`config.mk`:
```
export PLATFORM = sky130hd
export DESIGN_NAME = priority_queue_top
export DESIGN_NICKNAME = d
export VERILOG_FILES = /design/src/hdl/pq_pkg.sv /design/src/hdl/value_router.sv /design/src/hdl/queue_bram.sv /design/src/hdl/queue_controller.sv /design/src/hdl/priority_queue_top.sv
export VERILOG_INCLUDE_DIRS = /design/src /design/src/hdl
export SDC_FILE = /design/constraint.sdc
export NUM_CORES = 1
export LEC_CHECK = 0
export BUFFER_PORTS_ARGS = -buffer_cell sky130_fd_sc_hd__buf_4
export CAP_MARGIN = 20
export CORE_ASPECT_RATIO = 0.7
export CORE_MARGIN = 1
export CORE_UTILIZATION = 45
export CTS_CLUSTER_SIZE = 28
export DETAILED_ROUTE_END_ITERATION = 6
export GPL_ROUTABILITY_DRIVEN = 1
export HOLD_SLACK_MARGIN = 0.1
export PLACE_DENSITY_LB_ADDON = 0.15
export SLEW_MARGIN = 25
export SYNTH_ARGS = -nofsm -noshare
export SYNTH_HDL_FRONTEND = slang
export SYNTH_SLANG_ARGS = --single-unit
```
`constraint.sdc`:
```
create_clock -name clk -period 16.52 [get_ports clk]
set_input_delay 2.478 -clock clk [delete_from_list [all_inputs] [get_ports clk]]
set_output_delay 2.478 -clock clk [all_outputs]
set_load 0.005 [all_outputs]
```
`src/hdl/pq_defs.svh`:
```
`ifndef PQ_DEFS_SVH
`define PQ_DEFS_SVH

// Key width in bits
`define PQ_DATA_W 32

// Number of queue slots and RAM address width
`define PQ_DEPTH 16
`define PQ_ADDR_W 4

// Element counter width
`define PQ_CNT_W 8

// All-ones key marks an unused slot
`define PQ_EMPTY_SLOT {`PQ_DATA_W{1'b1}}

`endif

```
`src/hdl/pq_pkg.sv`:
```
package pq_pkg;

    // Router operation select
    typedef enum logic [2:0] {
        ROUTE_COMPARE    = 3'b000,
        ROUTE_COUNT_UP   = 3'b001,
        ROUTE_SHIFT      = 3'b010,
        ROUTE_COUNT_DOWN = 3'b011,
        ROUTE_IDLE       = 3'b111
    } router_mode_t;

    // Controller sequencing states
    typedef enum logic [2:0] {
        IDLE,
        CLEAR,
        INS_READ,
        INS_WRITE,
        INS_COUNT,
        REM_READ,
        REM_WRITE,
        REM_COUNT
    } ctrl_state_t;

endpackage

```
`src/hdl/value_router.sv`:
```
`timescale 1ns/100ps
`include "pq_defs.svh"

module value_router (
    input  logic [`PQ_DATA_W-1:0] bram_out,
    input  logic [`PQ_DATA_W-1:0] reg_out,
    input  pq_pkg::router_mode_t  mode,
    input  logic [`PQ_CNT_W-1:0]  array_size,
    input  logic [`PQ_CNT_W-1:0]  array_cnt_in,
    output logic [`PQ_DATA_W-1:0] bram_insert,
    output logic [`PQ_DATA_W-1:0] to_register,
    output logic [`PQ_DATA_W-1:0] data_lt_o,
    output logic [`PQ_CNT_W-1:0]  array_cnt_out,
    output logic                  result,
    output logic                  full,
    output logic                  empty
);

    import pq_pkg::*;

    //////////////////////////////////////////////////////////////////////
    // Compare, route and count
    //////////////////////////////////////////////////////////////////////

    always_comb begin
        // Defaults hold in every mode
        bram_insert   = bram_out;
        to_register   = reg_out;
        data_lt_o     = '0;
        array_cnt_out = array_cnt_in;
        result        = 1'b0;

        case (mode)
            ROUTE_COMPARE: begin
                // Carried key wins on strictly greater, or on an empty slot
                result = (reg_out > bram_out) || (bram_out == `PQ_EMPTY_SLOT);
                if (result) begin
                    // Swap: larger key stays in the slot
                    bram_insert = reg_out;
                    to_register = bram_out;
                end
            end
            ROUTE_COUNT_UP: begin
                array_cnt_out = array_cnt_in + 1'b1;
            end
            ROUTE_SHIFT: begin
                // Stored key moves down one slot unchanged
                bram_insert = bram_out;
                // Head key held in the carried register
                data_lt_o   = reg_out;
            end
            ROUTE_COUNT_DOWN: begin
                array_cnt_out = array_cnt_in - 1'b1;
            end
            default: begin
                // Idle, defaults only
            end
        endcase

        // Flags follow the stepped count
        full  = (array_cnt_out == array_size);
        empty = (array_cnt_out == '0);

        // Both flags high means a broken count or a zero size
        assert (!(full && empty))
            else $error("value_router: full and empty both high");
    end

endmodule

```
`src/hdl/queue_bram.sv`:
```
`timescale 1ns/100ps
`include "pq_defs.svh"

module queue_bram (
    input  logic                  clk,
    input  logic [`PQ_ADDR_W-1:0] addr,
    input  logic                  we,
    input  logic [`PQ_DATA_W-1:0] wdata,
    output logic [`PQ_DATA_W-1:0] rdata
);

    //////////////////////////////////////////////////////////////////////
    // Storage array
    //////////////////////////////////////////////////////////////////////

    // Slot 0 holds the largest key
    logic [`PQ_DATA_W-1:0] mem [`PQ_DEPTH];

    // Write port
    always_ff @(posedge clk) begin
        if (we) begin
            mem[addr] <= wdata;
        end
    end

    // Registered read, one cycle latency
    // Read-first on a same-address write
    always_ff @(posedge clk) begin
        rdata <= mem[addr];
    end

    // No contents until the controller's clear sweep has run

    //////////////////////////////////////////////////////////////////////
    // Checks
    //////////////////////////////////////////////////////////////////////

    // Writes land inside the array
    a_addr_range : assert property (
        @(posedge clk) we |-> (addr < `PQ_DEPTH)
    ) else $error("queue_bram: write address out of range");

endmodule

```
`src/hdl/queue_controller.sv`:
```
`timescale 1ns/100ps
`include "pq_defs.svh"

module queue_controller (
    input  logic                  clk,
    input  logic                  reset,
    input  logic                  insert,
    input  logic [`PQ_DATA_W-1:0] insert_data,
    input  logic                  remove,
    input  logic [`PQ_DATA_W-1:0] bram_insert,
    input  logic [`PQ_DATA_W-1:0] to_register,
    input  logic [`PQ_DATA_W-1:0] data_lt_o,
    input  logic [`PQ_CNT_W-1:0]  array_cnt_out,
    input  logic                  result,
    input  logic                  full,
    input  logic                  empty,
    output pq_pkg::router_mode_t  mode,
    output logic [`PQ_DATA_W-1:0] reg_out,
    output logic [`PQ_CNT_W-1:0]  array_size,
    output logic [`PQ_CNT_W-1:0]  array_cnt_in,
    output logic [`PQ_ADDR_W-1:0] addr,
    output logic                  we,
    output logic [`PQ_DATA_W-1:0] wdata,
    output logic                  busy,
    output logic [`PQ_DATA_W-1:0] data_out,
    output logic                  data_valid,
    output logic                  full_flag,
    output logic                  empty_flag
);

    import pq_pkg::*;

    // One extra pointer bit so the sweep can reach the depth
    localparam int                   PTR_W     = `PQ_ADDR_W + 1;
    localparam logic [PTR_W-1:0]     DEPTH_PTR = PTR_W'(`PQ_DEPTH);
    localparam logic [`PQ_CNT_W-1:0] DEPTH_CNT = `PQ_CNT_W'(`PQ_DEPTH);

    ctrl_state_t       state;
    ctrl_state_t       state_next;
    logic [PTR_W-1:0]  ptr;
    logic [PTR_W-1:0]  ptr_m1;
    logic [PTR_W-1:0]  cnt_ptr;
    logic [PTR_W-1:0]  cnt_m1;

    // Element count register
    logic [`PQ_CNT_W-1:0] cnt_q;

    assign array_size   = DEPTH_CNT;
    assign array_cnt_in = cnt_q;
    assign cnt_ptr      = cnt_q[PTR_W-1:0];
    assign ptr_m1       = ptr - 1'b1;
    assign cnt_m1       = cnt_ptr - 1'b1;

    //////////////////////////////////////////////////////////////////////
    // Next state
    //////////////////////////////////////////////////////////////////////

    always_comb begin
        state_next = state;
        case (state)
            IDLE: begin
                // Insert takes priority over remove
                if (insert) begin
                    if (!full_flag) state_next = INS_READ;
                end else if (remove && !empty_flag) begin
                    state_next = REM_READ;
                end
            end
            CLEAR:     if (ptr == DEPTH_PTR) state_next = IDLE;
            INS_READ:  state_next = INS_WRITE;
            // Walk ends on the slot at the old count
            INS_WRITE: state_next = (ptr == cnt_ptr) ? INS_COUNT : INS_READ;
            INS_COUNT: state_next = IDLE;
            // Nothing left to shift once the pointer reaches the count
            REM_READ:  state_next = (ptr == cnt_ptr) ? REM_COUNT : REM_WRITE;
            REM_WRITE: state_next = REM_READ;
            REM_COUNT: state_next = IDLE;
            default:   state_next = IDLE;
        endcase
    end

    //////////////////////////////////////////////////////////////////////
    // Control registers
    //////////////////////////////////////////////////////////////////////

    always_ff @(posedge clk) begin
        if (reset) begin
            state      <= CLEAR;
            busy       <= 1'b0;
            ptr        <= '0;
            cnt_q      <= '0;
            full_flag  <= 1'b0;
            empty_flag <= 1'b1;
            data_valid <= 1'b0;
        end else begin
            state      <= state_next;
            busy       <= (state_next != IDLE);
            data_valid <= 1'b0;
            case (state)
                IDLE: ptr <= '0;
                CLEAR: begin
                    ptr <= ptr + 1'b1;
                    if (ptr == DEPTH_PTR) begin
                        cnt_q      <= '0;
                        full_flag  <= 1'b0;
                        empty_flag <= 1'b1;
                    end
                end
                INS_WRITE: ptr <= ptr + 1'b1;
                INS_COUNT, REM_COUNT: begin
                    cnt_q      <= array_cnt_out;
                    full_flag  <= full;
                    empty_flag <= empty;
                end
                // Head key already in the carried register
                REM_READ:  if (ptr == PTR_W'(1)) data_valid <= 1'b1;
                REM_WRITE: ptr <= ptr + 1'b1;
                default: begin
                end
            endcase
        end
    end

    // Carried key and output key
    always_ff @(posedge clk) begin
        if (state == IDLE && insert && !full_flag) reg_out <= insert_data;
        if (state == INS_WRITE) reg_out <= to_register;
        if (state == REM_WRITE && ptr == '0) reg_out <= bram_insert;
        if (state == REM_READ && ptr == PTR_W'(1)) data_out <= data_lt_o;
    end

    //////////////////////////////////////////////////////////////////////
    // Router mode and RAM port
    //////////////////////////////////////////////////////////////////////

    always_comb begin
        mode  = ROUTE_IDLE;
        addr  = ptr[`PQ_ADDR_W-1:0];
        we    = 1'b0;
        wdata = bram_insert;
        case (state)
            CLEAR: begin
                we    = (ptr != DEPTH_PTR);
                wdata = `PQ_EMPTY_SLOT;
            end
            INS_WRITE: begin
                mode = ROUTE_COMPARE;
                we   = 1'b1;
            end
            INS_COUNT: mode = ROUTE_COUNT_UP;
            REM_READ:  mode = ROUTE_SHIFT;
            REM_WRITE: begin
                // Key read from ptr goes one slot down
                mode = ROUTE_SHIFT;
                we   = (ptr != '0);
                addr = ptr_m1[`PQ_ADDR_W-1:0];
            end
            REM_COUNT: begin
                // Freed last slot becomes empty
                mode  = ROUTE_COUNT_DOWN;
                we    = 1'b1;
                addr  = cnt_m1[`PQ_ADDR_W-1:0];
                wdata = `PQ_EMPTY_SLOT;
            end
            default: begin
            end
        endcase
    end

    // No RAM writes while waiting for a command
    a_idle_no_we : assert property (
        @(posedge clk) disable iff (reset) (state == IDLE) |-> !we
    ) else $error("queue_controller: write in IDLE");

    // Output pulse only right after the head read
    a_valid_in_remove : assert property (
        @(posedge clk) disable iff (reset) data_valid |-> (state inside {REM_WRITE, REM_COUNT})
    ) else $error("queue_controller: data_valid outside a remove");

    // Slot at the old count is empty, so the carried key must land there
    a_last_slot_takes : assert property (
        @(posedge clk) disable iff (reset) (state == INS_WRITE && ptr == cnt_ptr) |-> result
    ) else $error("queue_controller: carried key lost at end of insert walk");

endmodule

```
`src/hdl/priority_queue_top.sv`:
```
`timescale 1ns/100ps
`include "pq_defs.svh"

module priority_queue_top (
    input  logic                  clk,
    input  logic                  reset,
    input  logic                  insert,
    input  logic [`PQ_DATA_W-1:0] insert_data,
    input  logic                  remove,
    output logic                  busy,
    output logic                  full,
    output logic                  empty,
    output logic [`PQ_DATA_W-1:0] data_out,
    output logic                  data_valid
);

    import pq_pkg::*;

    // Controller to router
    router_mode_t          mode;
    logic [`PQ_DATA_W-1:0] reg_out;
    logic [`PQ_CNT_W-1:0]  array_size;
    logic [`PQ_CNT_W-1:0]  array_cnt_in;

    // Router back to controller
    logic [`PQ_DATA_W-1:0] bram_insert;
    logic [`PQ_DATA_W-1:0] to_register;
    logic [`PQ_DATA_W-1:0] data_lt_o;
    logic [`PQ_CNT_W-1:0]  array_cnt_out;
    logic                  result;
    logic                  router_full;
    logic                  router_empty;

    // RAM port
    logic [`PQ_ADDR_W-1:0] addr;
    logic                  we;
    logic [`PQ_DATA_W-1:0] wdata;
    logic [`PQ_DATA_W-1:0] bram_out;

    //////////////////////////////////////////////////////////////////////
    // Sequencer, datapath and storage
    //////////////////////////////////////////////////////////////////////

    queue_controller u_ctrl (
        .clk           (clk),
        .reset         (reset),
        .insert        (insert),
        .insert_data   (insert_data),
        .remove        (remove),
        .bram_insert   (bram_insert),
        .to_register   (to_register),
        .data_lt_o     (data_lt_o),
        .array_cnt_out (array_cnt_out),
        .result        (result),
        .full          (router_full),
        .empty         (router_empty),
        .mode          (mode),
        .reg_out       (reg_out),
        .array_size    (array_size),
        .array_cnt_in  (array_cnt_in),
        .addr          (addr),
        .we            (we),
        .wdata         (wdata),
        .busy          (busy),
        .data_out      (data_out),
        .data_valid    (data_valid),
        .full_flag     (full),
        .empty_flag    (empty)
    );

    value_router u_router (
        .bram_out      (bram_out),
        .reg_out       (reg_out),
        .mode          (mode),
        .array_size    (array_size),
        .array_cnt_in  (array_cnt_in),
        .bram_insert   (bram_insert),
        .to_register   (to_register),
        .data_lt_o     (data_lt_o),
        .array_cnt_out (array_cnt_out),
        .result        (result),
        .full          (router_full),
        .empty         (router_empty)
    );

    queue_bram u_bram (
        .clk   (clk),
        .addr  (addr),
        .we    (we),
        .wdata (wdata),
        .rdata (bram_out)
    );

endmodule

```
# Yosys cells after proc, flatten, opt, wreduce, memory -nomap -nowiden
# Memories as Yosys holds them, arrays and structs flattened. A register that Yosys moved wholly into a read port is not among the register bits.
# Cells that the tools add are included.
# op_classes
magnitude_cmp	1
bitwise_logic	1
eq_ne	19
addsub	5
n_reduce_logical	25
n_mux	29
# ops
op	count
32-bit two-way mux	8
32-bit == test, second input constant	1
32-bit greater-than comparator	1
8-bit one-hot mux with 2 select lines	2
3-bit one-hot mux with 7 select lines	1
3-bit two-way mux	5
3-bit by 2-bit == test with 1-bit output, second input constant	4
3-bit == test, second input constant	4
3-bit one-hot mux with 4 select lines	1
5-bit one-hot mux with 2 select lines	1
2-bit OR reduction	5
8-bit by 1-bit adder with 8-bit output, second input constant	1
8-bit by 5-bit == test with 1-bit output, second input constant	1
8-bit zero test	1
8-bit two-way mux	1
4-bit one-hot mux with 2 select lines	1
4-bit by 1-bit subtractor with 4-bit output, second input constant	2
8-bit by 1-bit subtractor with 8-bit output, second input constant	1
3-bit by 1-bit == test with 1-bit output, second input constant	2
3-bit zero test	2
1-bit two-way mux	6
3-bit by 2-bit inequality test with 1-bit output, second input constant	2
3-bit nonzero test	2
5-bit by 1-bit adder with 5-bit output, second input constant	1
17 further kinds	24
# word_totals
n_memories	1
ff_bits	84
inputBits	36
output_inout_bits	36
mem_bits_rw	512
elab_cells	90
# mem_list
memory	depth	word_bits	rd	rd_clocked_by_memory_dff	wr	line_no	source
u_bram.mem	16	32	1	1	1	queue_bram.sv:17	logic [`PQ_DATA_W-1:0] mem [`PQ_DEPTH];

# Longest topological paths before layout
# logic_depth
ltp_word	7
mapped_depth	10
ltp_nobuf	9

# Modules after synthesis
# A second synthesis with hierarchy kept.
# unflattened
hier_cells	1560
area_unflattened_um2	26726.9
# by_module_without_submodules
mod	seq_area_each_um2	cells_each	area_each_um2	instances
queue_bram	16015.4	840	19862.8	1
queue_controller	2322.2	405	4095.2	1
value_router	0.0	315	2768.9	1

# Worst setup path before layout
# OpenSTA, ideal clock, no wires.
# synth_timing
path_kind	register to register
from	reg u_ctrl.state[1]
to	mem u_bram.mem[0][0] in the netlist's numbering, enable pin
path_buffers	2
t_arrival_ps	4848
setup_time_ps	501
path_slack_ps	11170
required_time_ps	16019
path_stages_with_launch	10
period_less_slack_ps	5350
cell_sequence	dfxtp_1 -> buf_2 -> nand3_2 -> mux2i_1 -> ha_1 -> nor2_1 -> o21ai_1 -> o311ai_2 -> clkbuf_1 -> nor4_1
# synth_via
elab_chain_cells	5
word_cells_on_any_way	9
classes_between	eq/ne: 4; mux: 4; reduce/logical: 1
# synth_rtl
item	line_no	source
start, declared	queue_controller.sv:38	ctrl_state_t state;
start signal, assigned	queue_controller.sv:96	state <= state_next;
3-bit == test / 3-bit by 2-bit == test with 1-bit output (equally long branches)	queue_controller.sv:141	case (state)
2-bit OR reduction (no line)	-	
1-bit one-hot mux with 3 select lines	queue_controller.sv:141	
1-bit two-way mux	queue_bram.sv:21	if (we) begin
1-bit two-way mux (implied by the code)	queue_bram.sv:22	mem[addr] <= wdata;
end, declared	queue_bram.sv:17	
# Several ways; a longest one is shown, not always the timed one.

# Final worst setup path
# layout_timing
from	reg u_ctrl.state[1]
to	mem u_bram.mem[13][10] in the netlist's numbering, enable pin
# The elaborated chain is that of the path after synthesis.

==> impl_metrics.ini <==
[yosys]
synth_area_per_cell_um2 = 18.4
ys_async_sr_fraction = 0
synth_fa_ha_area_frac = 0.0211
yosysUniqueCellTypes = 71
synthMuxAreaShare = 0.168
synth_top_family_by_area = multiplexers
synth_cells = 1403
synth_nets = 1482
synth-main-ff-cell = edfxtp_1
ys_warn_count = 0
synth-edff-count = 576
yosys.area_share.simple = 0.0459
mappedNetlistArea_um2 = 25900
synth_compound_area_frac = 0.0302
synth-xor-area-share = 0.00440
ys_ff_latch = 628
ys_seq_area_frac = 0.709

[placement]
dp.final_hpwl_mm = 38.4
io_buffers = 71
routabilityCongestion = 0.825
pre_cts_slack_ps = 11810

[power_and_ir_drop]
peakVddDrop_uv = 88.9
pwr_density_cell_nw_per_um2 = 125
p_total_w = 0.00368
clkPwrFrac = 0.371
p_seq_frac = 0.496
switchingPower_w = 0.000926
p_comb_frac = 0.133
swShare = 0.252
internal-power_w = 0.00275
leakage_nw = 9.84

[setup_path]
critPathSlowestCell = buf_4
path_delay_family = simple AND/OR/NAND/NOR gates
crit_start = u_ctrl.state[1]
path_cells = nand3_2 -> mux2i_1 -> ha_1 -> o211ai_1 -> o311ai_4 -> buf_4 -> nand2_1 -> nor3_2 -> buf_4
path_buf_inv = 2
cp-start-kind = flop
end_kind = flop
critPathRequiredTime_ps = 16780
crit_type = flop to flop
r2r-end = u_bram.mem[13][10]
crit-reg2reg-launch = u_ctrl.state[1]
reg2reg_slack_ps = 11810
cp_slowest_stage_delay_ps = 770
worst-endpoint-arrival_ps = 4970
crit_fanout = 42
rr_worst_depth = 9
endpoint = u_bram.mem[13][10]
cpMostUsedCell = buf_4
crit_cells = 9

[cts]
cts_num_sinks = 628
numCtsBuffers = 60
cts_resized = 0
h-tree-depth = 2
cts_tree = yes
clock_latency_ps = 630
post-cts-setup-buffers = 0
ctsHoldBuffers = 0
clockBufferDepth = 3
cts.clk_slew.worst_paths_ps = 70
clock-root-buffer = clkbuf_16

[min_path]
hp-class = flop to flop

[floorplan]
num_rows = 73
core_um2 = 56800
initial_core_util = 0.456
fp.dieH_um = 203
die_w_um = 289
die_area_um2 = 58500
io_pins = 72

[routing]
ant_nets = 0
wl_per_cell_um = 28.1
vias = 13400
drt_wl_total_mm = 64.9
drt_iter0_drc = 1417
vias_per_cell = 5.81
drc = 0
dr.pass1.iters = 5

[sta]
finalHoldViolCount = 0
finalWorstSetupSlack_ps = 11810
fin_worst_skew_ps = 21.7
drv_slew = 0
rsz0062_at_grt = false
fmax_mhz = 212
slew_headroom = 0.355
setup_tns_ps = 0
setup_violations = 0
min_period_over_period = 0.285
tightest_slew_ps = 968
period_minus_slack_ps = 4710

[outcome]
outcome = finished, final reports clean

[run]
max-cap-violations = 0

[cells_and_area]
multiInputGateArea_um2 = 7140
final_common_cell = edfxtp_1
n_antenna_cell = 0
drive_gt1_frac = 0.255
layout.nets = 1584
finish.utilization = 0.517
final_cell_mix = edfxtp_1 (576), mux4_2 (128), buf_4 (109)
area_growth_pct = 13.5
fill_cells = 4600
register_area_um2 = 18300

[grt]
gr-usage-all-layers = 0.226
grt_max_degree = 133
grt_pass1_wl_mm = 94.3
gr-total-overflow = 0
antenna_found_initial = 0
grt_pass1_vias = 13500
tightest hold or removal path, stage by stage (launching register included):
cell	delay, ps
dfxtp_1	330
nand2_1	60
a21oi_1	50
layer usage:
metal  part of all wire  routed length [µm]  vias to the layer above  track usage
met5                  0                   0                        -            0
li1                   -                   -                     5815            -
met3              0.070                4520                       77       0.0435
met4              0.017                1120                        0       0.0504
met2               0.44               28500                      459        0.330
met1               0.47               30800                     7046        0.352
Yosys cell counts, types with 3 or more instances:
library cell  instances  area [µm²]
dfxtp_1              52        1040
nand2b_1              6        37.5
buf_6                16         180
ha_1                 42         526
mux2_1                3        33.8
o21bai_1              3        22.5
and2_1               34         213
buf_2                15        75.1
nand2_1              87         327
a21oi_1              26         130
nand4_1              14        87.6
nor3_1               17        85.1
o21a_1                5        37.5
xor2_1                8        70.1
nor4_1               14        87.6
edfxtp_1            576       17300
a21o_1                5        37.5
mux4_2              128        2880
mux2i_1              99         991
nor2_1               29         109
o21ai_1               3        15.0
mux2_4               29         435
inv_1                38         143
nand3_1               5        25.0
or3_1                 6        37.5
o21ai_0              41         205
clkbuf_1             37         139
a22oi_1               8        60.1
nor2b_1               3        18.8
xnor2_1               5        43.8
power groups by stage:
stage | sequential [W] | clock (W) | combinational [W]
after floorplan | 0.00185 | 0 | 0.000320
after global placement | 0.00186 | 0 | 0.000492
after detailed placement | 0.00186 | 0 | 0.000492
after CTS | 0.00182 | 0.00139 | 0.000493
after global routing | 0.00183 | 0.00145 | 0.000523
final | 0.00182 | 0.00136 | 0.000488
metrics by stage:
| step | cell area [µm²] | std cells | hold slack (ps) |
|---|---|---|---|
| after global placement | 27400 | 2193 | 473 |
| after floorplan | 25900 | 1403 | 449 |
| after detailed placement | 27400 | 2193 | 483 |
| after global routing | 29400 | 2307 | 522 |
| after CTS | 29400 | 2307 | 492 |
| final | 29400 | 2307 | 493 |
sequential cells by signal, summed over array words and instances, names as in the netlist:
signal	flops
u_bram.mem	512
u_bram.rdata	32
u_ctrl.data_out	32
u_ctrl.reg_out	32
u_ctrl.array_cnt_in	8
u_ctrl.ptr	5
u_ctrl.state	3
u_ctrl.busy	1
u_ctrl.data_valid	1
u_ctrl.empty_flag	1
u_ctrl.full_flag	1
how the worst min path moves through the flow:
stage	from	to	slack, ps	cells past startpoint
after CTS	u_ctrl.array_cnt_in[5]	u_ctrl.array_cnt_in[5]	490	2
after detailed placement	u_ctrl.array_cnt_in[5]	u_ctrl.array_cnt_in[5]	480	2
after floorplan	u_ctrl.array_cnt_in[5]	u_ctrl.array_cnt_in[5]	450	2
final	u_ctrl.array_cnt_in[5]	u_ctrl.array_cnt_in[5]	490	2
after global placement	u_ctrl.array_cnt_in[5]	u_ctrl.array_cnt_in[5]	470	2
after global routing	u_ctrl.array_cnt_in[5]	u_ctrl.array_cnt_in[5]	520	2
cell type report:
type                    count  share of cell area
clock buffers              80              0.0554
clock inverters            34              0.0106
inverters                  39             0.00499
multi-input cells         665               0.243
flip-flops and latches    628               0.625
well taps                 750              0.0320
repair buffers            111              0.0292
logic make-up after synthesis:
kind of cell	count (synthesis)
DFF	628
muxes	260
and+or+nand+nor	231
AOI/OAI and AO/OA	118
buffers and inverters	110
adders and majority gates	43
xor gates and xnor gates	13
Note: power is estimated with default switching activity, not from simulation.
